### src/count_pkg.sv
`default_nettype none

package count_pkg;

  ///////////////////////////////
  // Sizes
  ///////////////////////////////
  localparam int DIV_WIDTH = 32; // Free divider counter
  localparam int SEL_WIDTH = 5;  // Picks one of 32 divider bits
  localparam int SCAN_BITS = 10; // Digit swap every 1024 cycles

  ///////////////////////////////
  // Bundles between blocks
  ///////////////////////////////

  // Two-digit decimal value, tens in the upper nibble
  typedef struct packed {
    logic [3:0] tens;
    logic [3:0] units;
  } bcd_count_t;

  // Display drive, everything active low
  typedef struct packed {
    logic [6:0] seg; // a in bit 0 up to g in bit 6
    logic [1:0] an;  // Bit 0 units, bit 1 tens
  } seg_drive_t;

  // Direction and per-digit enables
  typedef struct packed {
    logic up;       // 1 counts up
    logic units_en; // Step the units digit
    logic tens_en;  // Step the tens digit
  } step_t;

endpackage

`default_nettype wire

### src/rate_tick_gen.sv
`timescale 1ns/100ps
`default_nettype none

// Divider bit picked by sel, its rising edge becomes a one-cycle tick
module rate_tick_gen (
  input  wire logic                           clk,
  input  wire logic                           rst,
  input  wire logic [count_pkg::SEL_WIDTH-1:0] sel,  // Registered in count_ctrl
  output logic                                tick
);

  import count_pkg::*;

  logic [DIV_WIDTH-1:0] div_cnt; // Free running
  logic                 sel_bit;
  logic                 sel_bit_q; // Last cycle's value of the picked bit

  // Plain binary counter, wraps on its own
  always_ff @(posedge clk) begin
    if (rst) begin
      div_cnt <= '0;
    end else begin
      div_cnt <= div_cnt + 1'b1;
    end
  end

  assign sel_bit = div_cnt[sel]; // Bit k toggles every 2^k cycles

  ///////////////////////////////
  // Edge detect
  ///////////////////////////////

  // Tick lands one cycle after the bit goes 0 to 1
  always_ff @(posedge clk) begin
    if (rst) begin
      sel_bit_q <= 1'b0;
      tick      <= 1'b0;
    end else begin
      sel_bit_q <= sel_bit;
      tick      <= sel_bit & ~sel_bit_q; // Rise only
    end
  end

  // A select change can fake an edge
  // That first interval is not a clean period anyway

endmodule

`default_nettype wire

### src/count_ctrl.sv
`timescale 1ns/100ps
`default_nettype none

// Input sync, rate select register and step/carry sequencing
module count_ctrl (
  input  wire logic                            clk,
  input  wire logic                            rst,
  input  wire logic                            tick,       // From rate_tick_gen
  input  wire logic                            dir_btn,    // Pressed = count down
  input  wire logic [count_pkg::SEL_WIDTH-1:0] rate_sel,   // Raw switches
  input  wire logic                            units_wrap, // Units about to wrap
  output logic      [count_pkg::SEL_WIDTH-1:0] sel_q,
  output count_pkg::step_t                     step
);

  logic dir_meta;  // First sync stage
  logic dir_sync;  // Second sync stage

  ///////////////////////////////
  // Input registers
  ///////////////////////////////

  // Button is asynchronous to clk
  always_ff @(posedge clk) begin
    if (rst) begin
      dir_meta <= 1'b0; // Released, so up after reset
      dir_sync <= 1'b0;
    end else begin
      dir_meta <= dir_btn;
      dir_sync <= dir_meta;
    end
  end

  // Switches held for one register stage
  always_ff @(posedge clk) begin
    if (rst) begin
      sel_q <= '0;
    end else begin
      sel_q <= rate_sel;
    end
  end

  ///////////////////////////////
  // Step and carry
  ///////////////////////////////

  // Tens carry formed in the same cycle as the units step
  // so both digits move on one edge
  always_comb begin
    step.up       = ~dir_sync;             // Released button counts up
    step.units_en = tick;                  // Units step on every tick
    step.tens_en  = tick & units_wrap;     // Carry or borrow
  end

endmodule

`default_nettype wire

### src/bcd_digit.sv
`timescale 1ns/100ps
`default_nettype none

// One decimal digit, up/down modulo ten
module bcd_digit (
  input  wire logic       clk,
  input  wire logic       rst,
  input  wire logic       en,    // Step this cycle
  input  wire logic       up,    // 1 up, 0 down
  output logic      [3:0] digit,
  output logic            wrap   // Enabled step crosses 9/0
);

  logic at_top;    // Digit is 9
  logic at_bottom; // Digit is 0

  assign at_top    = (digit == 4'd9);
  assign at_bottom = (digit == 4'd0);

  // Boundary for the current direction, only when stepping
  assign wrap = en & (up ? at_top : at_bottom);

  ///////////////////////////////
  // Digit register
  ///////////////////////////////
  always_ff @(posedge clk) begin
    if (rst) begin
      digit <= 4'd0;
    end else if (digit > 4'd9) begin
      digit <= 4'd0; // Illegal code, back to a known value
    end else if (en) begin
      if (up) begin
        // 9 rolls over to 0
        digit <= at_top ? 4'd0 : digit + 4'd1;
      end else begin
        // 0 rolls under to 9
        digit <= at_bottom ? 4'd9 : digit - 4'd1;
      end
    end
  end

  // Holds its value when en is low

endmodule

`default_nettype wire

### src/seg7_scan.sv
`timescale 1ns/100ps
`default_nettype none

// Two-digit scanner with BCD to seven-segment decode
module seg7_scan (
  input  wire logic                 clk,
  input  wire logic                 rst,
  input  wire count_pkg::bcd_count_t count,
  output count_pkg::seg_drive_t      drive
);

  import count_pkg::*;

  logic [SCAN_BITS:0]   scan_cnt;  // Low bits time one digit, top bit picks it
  logic                 show_tens; // Top scan bit
  logic [3:0]           cur_digit;

  ///////////////////////////////
  // Scan counter
  ///////////////////////////////
  always_ff @(posedge clk) begin
    if (rst) begin
      scan_cnt <= '0; // Units shown first
    end else begin
      scan_cnt <= scan_cnt + 1'b1;
    end
  end

  assign show_tens = scan_cnt[SCAN_BITS]; // Flips every 2^SCAN_BITS cycles

  // Digit and anode pick
  always_comb begin
    if (show_tens) begin
      cur_digit = count.tens;
      drive.an  = 2'b01; // Tens anode low
    end else begin
      cur_digit = count.units;
      drive.an  = 2'b10; // Units anode low
    end
  end

  ///////////////////////////////
  // Segment decode
  ///////////////////////////////

  // Patterns are gfedcba, 0 lights a segment
  always_comb begin
    case (cur_digit)
      4'd0:    drive.seg = 7'b100_0000;
      4'd1:    drive.seg = 7'b111_1001; // b c
      4'd2:    drive.seg = 7'b010_0100;
      4'd3:    drive.seg = 7'b011_0000;
      4'd4:    drive.seg = 7'b001_1001;
      4'd5:    drive.seg = 7'b001_0010;
      4'd6:    drive.seg = 7'b000_0010;
      4'd7:    drive.seg = 7'b111_1000; // a b c
      4'd8:    drive.seg = 7'b000_0000; // All on
      4'd9:    drive.seg = 7'b001_0000;
      default: drive.seg = 7'b111_1111; // Blank on non-BCD
    endcase
  end

endmodule

`default_nettype wire

### src/counter_top.sv
`timescale 1ns/100ps
`default_nettype none

// Two-digit up/down counter with rate select and scanned display
module counter_top (
  input  wire logic                            clk,
  input  wire logic                            rst,
  input  wire logic                            dir_btn,  // Hold to count down
  input  wire logic [count_pkg::SEL_WIDTH-1:0] rate_sel, // Step every 2^(sel+1)
  output logic      [6:0]                      seg,
  output logic      [7:0]                      an,
  output logic      [12:0]                     led
);

  import count_pkg::*;

  logic [SEL_WIDTH-1:0] sel_q;       // Registered switches
  logic                 tick;
  logic                 units_wrap;
  logic [3:0]           units_digit;
  logic [3:0]           tens_digit;
  step_t                step;
  bcd_count_t           count;
  seg_drive_t           drive;

  ///////////////////////////////
  // Rate and control
  ///////////////////////////////
  rate_tick_gen i_tick (
    .clk  (clk),
    .rst  (rst),
    .sel  (sel_q),
    .tick (tick)
  );

  count_ctrl i_ctrl (
    .clk        (clk),
    .rst        (rst),
    .tick       (tick),
    .dir_btn    (dir_btn),
    .rate_sel   (rate_sel),
    .units_wrap (units_wrap),
    .sel_q      (sel_q),
    .step       (step)
  );

  ///////////////////////////////
  // Digits
  ///////////////////////////////
  bcd_digit i_units (
    .clk   (clk),
    .rst   (rst),
    .en    (step.units_en),
    .up    (step.up),
    .digit (units_digit),
    .wrap  (units_wrap)   // Feeds the tens carry
  );

  // Last digit, its wrap goes nowhere
  bcd_digit i_tens (
    .clk   (clk),
    .rst   (rst),
    .en    (step.tens_en),
    .up    (step.up),
    .digit (tens_digit),
    .wrap  ()
  );

  assign count = '{tens: tens_digit, units: units_digit};

  seg7_scan i_scan (
    .clk   (clk),
    .rst   (rst),
    .count (count),
    .drive (drive)
  );

  // Board outputs
  assign seg = drive.seg;
  assign an  = {6'b11_1111, drive.an}; // Only two digits fitted
  assign led = {count, sel_q};         // Tens, units, rate

endmodule

`default_nettype wire

### config.mk
export PLATFORM = sky130hd
export DESIGN_NAME = counter_top
export DESIGN_NICKNAME = d
export VERILOG_FILES = /design/src/count_pkg.sv /design/src/rate_tick_gen.sv /design/src/count_ctrl.sv /design/src/bcd_digit.sv /design/src/seg7_scan.sv /design/src/counter_top.sv
export SDC_FILE = /design/constraint.sdc
export NUM_CORES = 1
export LEC_CHECK = 0
export ABC_CLOCK_PERIOD_IN_PS = 2450
export BUFFER_PORTS_ARGS = -buffer_cell sky130_fd_sc_hd__clkbuf_2
export CORE_ASPECT_RATIO = 1.75
export CORE_MARGIN = 5
export CORE_UTILIZATION = 54
export CTS_BUF_LIST = sky130_fd_sc_hd__clkbuf_4 sky130_fd_sc_hd__clkbuf_8
export CTS_CLUSTER_SIZE = 28
export DETAILED_ROUTE_END_ITERATION = 12
export GPL_TIMING_DRIVEN = 0
export PLACE_DENSITY = 0.76
export SKIP_LAST_GASP = 1
export SLEW_MARGIN = 15
export SYNTH_ARGS = -nofsm -noshare
export SYNTH_HDL_FRONTEND = slang
export SYNTH_HIERARCHICAL = 1
export SYNTH_SLANG_ARGS = --single-unit
### constraint.sdc
create_clock -name clk -period 2.45 [get_ports clk]
set_input_delay 0.6125 -clock clk [delete_from_list [all_inputs] [get_ports clk]]
set_output_delay 0.6125 -clock clk [all_outputs]
set_load 0.02 [all_outputs]
==> summary.md <==
| Metric | Value |
|---|---|
| Routing usage on met2 | `37.9%` |
| Hold_ws | `0.414 ns` |
| Number of CTS-inserted buffers | `9` |
| Worst EP arrival | `1.88 ns` |
| Vias in the first global route | `3,084` |
| Hold path depth | `1` |
| GP Congestion | `0.915` |
| Fin crit share | `102%` |
| R2r worst-path depth | `6` |
| RR Endpoint | `i_tick/div_cnt[28]$_SDFF_PP0_` |
| Net Sw Frac | `24.0%` |
| Sum Neg Setup Slack | `-0.186 ns` |
| Most common cell after layout, fill and taps aside | `dfxtp_1` |
| Max Root-Sink Buffers | `2` |
| Worst-Margin Slew | `0.566 ns` |
| Finished Core Util | `65.5%` |
| Hold-fix buffers at CTS | `0` |
| Status | `finished with violations` |
| Core area | `6440 µm²` |
| Final non-filler cell total | `554` |
| DR vias | `3,149` |
| Die X | `71.1 µm` |
| Clk pwr share | `43.2%` |
| DRT Pass-1 Iters | `4` |
| Pwr/cell area | `539 nW/µm²` |
| Row cnt | `39` |
| CP dominant cell by count | `mux2_4` |
| Minimum clock period | `2.50 ns` |
| Post-Syn Instances | `406` |
| Syn Std Cell Area | `3520 µm²` |
| 1st-iter DRT viols | `212` |
| Rel. slew slack | `62.2%` |
| Grt ovf | `0` |
| Max IR drop VDD | `0.477 mV` |
| CP max stage delay | `0.33 ns` |
| CTS root buffer | `clkbuf_8` |
| Hold Path Sink | `i_tick/tick$_SDFF_PP0_` |
| Part of the power in registers | `44.8%` |
| Slowest cell on crit path | `dfxtp_2` |
| Clock slew seen by the registers of the worst setup and hold paths | `0.06 ns` |
| Num Clock Sinks | `60` |
| Placed cells | `522` |
| MaxCap Viol Count | `0` |
| CTS tree | `yes` |
| Required time of the critical path | `1.84 ns` |
| DP HPWL | `5510 µm` |
| Cell internal pwr | `1.73 mW` |
| Ys Warns | `6` |
| Worst Hold Class | `reg2reg` |
| Die Y | `117 µm` |
| Pre-CTS setup slack | `-0.0640 ns` |
| WL final | `8070 µm` |
| Setup-failing EPs final | `6` |
| LEAKAGE | `1.55 nW` |
| Slew Limit Fails | `0` |
| CP Class | `reg2out` |
| Final worst slack | `-0.0466 ns` |
| Worst-Skew Late Latency | `0.34 ns` |
| H-tree level count | `3` |
| Tot GR Track Use | `20.0%` |
| Die area | `8300 µm²` |
| Met3 Resource Use GR | `4.87%` |
| Worst Path Buf+Inv | `3` |
| Vias/cell | `5.68` |
| Fmax | `0.401 GHz` |
| Starting Density | `54.7%` |
| RSZ-0062 raised after global routing | `yes` |
| Critical-path cell list | `buf_6 -> mux2_4 -> buf_8 -> mux2_4 -> a22oi_2 -> clkbuf_8` |
| R2r startpoint | `i_tick/div_cnt[0]$_SDFF_PP0_` |
| Hold path startpoint | `i_tick/sel_bit_q$_SDFF_PP0_` |
| Critical Path Start | `i_scan/scan_cnt[10]$_SDFF_PP0_` |
| Drt wl/cell | `14.6 µm` |
| Sw power | `0.547 mW` |
| Critical path launch point type | `flip-flop` |
| IO Pins | `36` |
| Routing usage on met1 | `18.7%` |
| Layout cells sized above 1 | `26.7%` |
| Reg2reg setup slack | `0.20 ns` |
| Initial antenna violation count | `0` |
| Area post-placement | `3790 µm²` |
| Failing checks | `negative setup slack` |
| Most Crowded Layer GR | `met2` |
| PortBufs | `29` |
| Crit-path leading delay family | `multiplexers` |
| Crit path max fanout | `7` |
| Post-route cell area | `4220 µm²` |
| Clk_skew | `0.00908 ns` |
| # diodes | `0` |
| Largest net degree at the start of global routing | `21` |
| # nets final | `482` |
| Power Total | `2.27 mW` |
| First-pass GRT wire length | `13,300 µm` |
| Hold violation total from the final report | `0` |
| Remaining DRCs | `0` |
| Post-Syn Area per Cell | `8.68 µm²` |
| Antenna Nets Post-Route | `0` |
| Synth-to-Final Area Change | `19.9%` |
| Crit path capture type | `output pin` |
| Comb pwr share | `11.9%` |
| Commonest non-fill, non-tap cells in the layout | `59 x dfxtp_1, 39 x nor2_1, 32 x buf_4, 32 x a21oi_1, 25 x clkbuf_2` |
==> layout make-up <==
type                            count  area, µm²
Multi-Input combinational cell    299       2100
Clock buffer                       11        145
Buffer                             38        259
Tap cell                           82        103
Timing Repair Buffer               45        285
Inverter                           14       52.6
Sequential cell                    60       1200
Fill cell                         561       2220
Clock inverter                      5       75.1
==> power groups by stage <==
stage / clock network, mW / registers (mW) / logic, mW
after floorplan: 0 / 1.04 / 0.169
after global placement: 0 / 1.04 / 0.227
after detailed placement: 0 / 1.04 / 0.233
after CTS: 1.01 / 1.02 / 0.256
after global routing: 1.06 / 1.02 / 0.295
final: 0.983 / 1.02 / 0.271
==> sequential cells by signal, summed over array words and instances, names as in the netlist <==
register,count
i_tick/div_cnt,32
i_units/digit,4
i_tick/tick,1
i_tick/sel_bit_q,1
i_ctrl/dir_meta,1
i_ctrl/dir_sync,1
i_tens/digit,4
i_scan/scan_cnt,11
i_ctrl/sel_q,5
==> timing repair <==
| action | CTS | global route |
|---|---|---|
| setup endpoints to repair | 7 | 7 |
| hold endpoints to repair | 0 | 0 |
| buffers inserted | 8 | 8 |
| pin swaps | 1 | 2 |
| resized for setup | 14 | 15 |
==> routing by layer <==
layer | routed length, µm | vias to the layer above
met1 | 3010 | 1515
li1 | - | 1547
met4 | 315 | 0
met3 | 283 | 27
met5 | 0 | -
met2 | 4470 | 60
==> worst reg2reg max path, delay by kind of cell, from the launching register on <==
family	cells	cell delay [ns]
and+or+nand+nor	3	0.89
DFF	1	0.44
muxes	1	0.37
adders and majority gates	1	0.27
buffers and inverters	1	0.17
==> how the worst max path moves through the flow <==
stage	cells past startpoint	endpoint
after floorplan	5	seg[1]
after global placement	7	seg[5]
after detailed placement	7	seg[6]
after CTS	6	seg[4]
after global routing	7	seg[3]
final	6	seg[4]
Power figures use the tool's default switching activity.
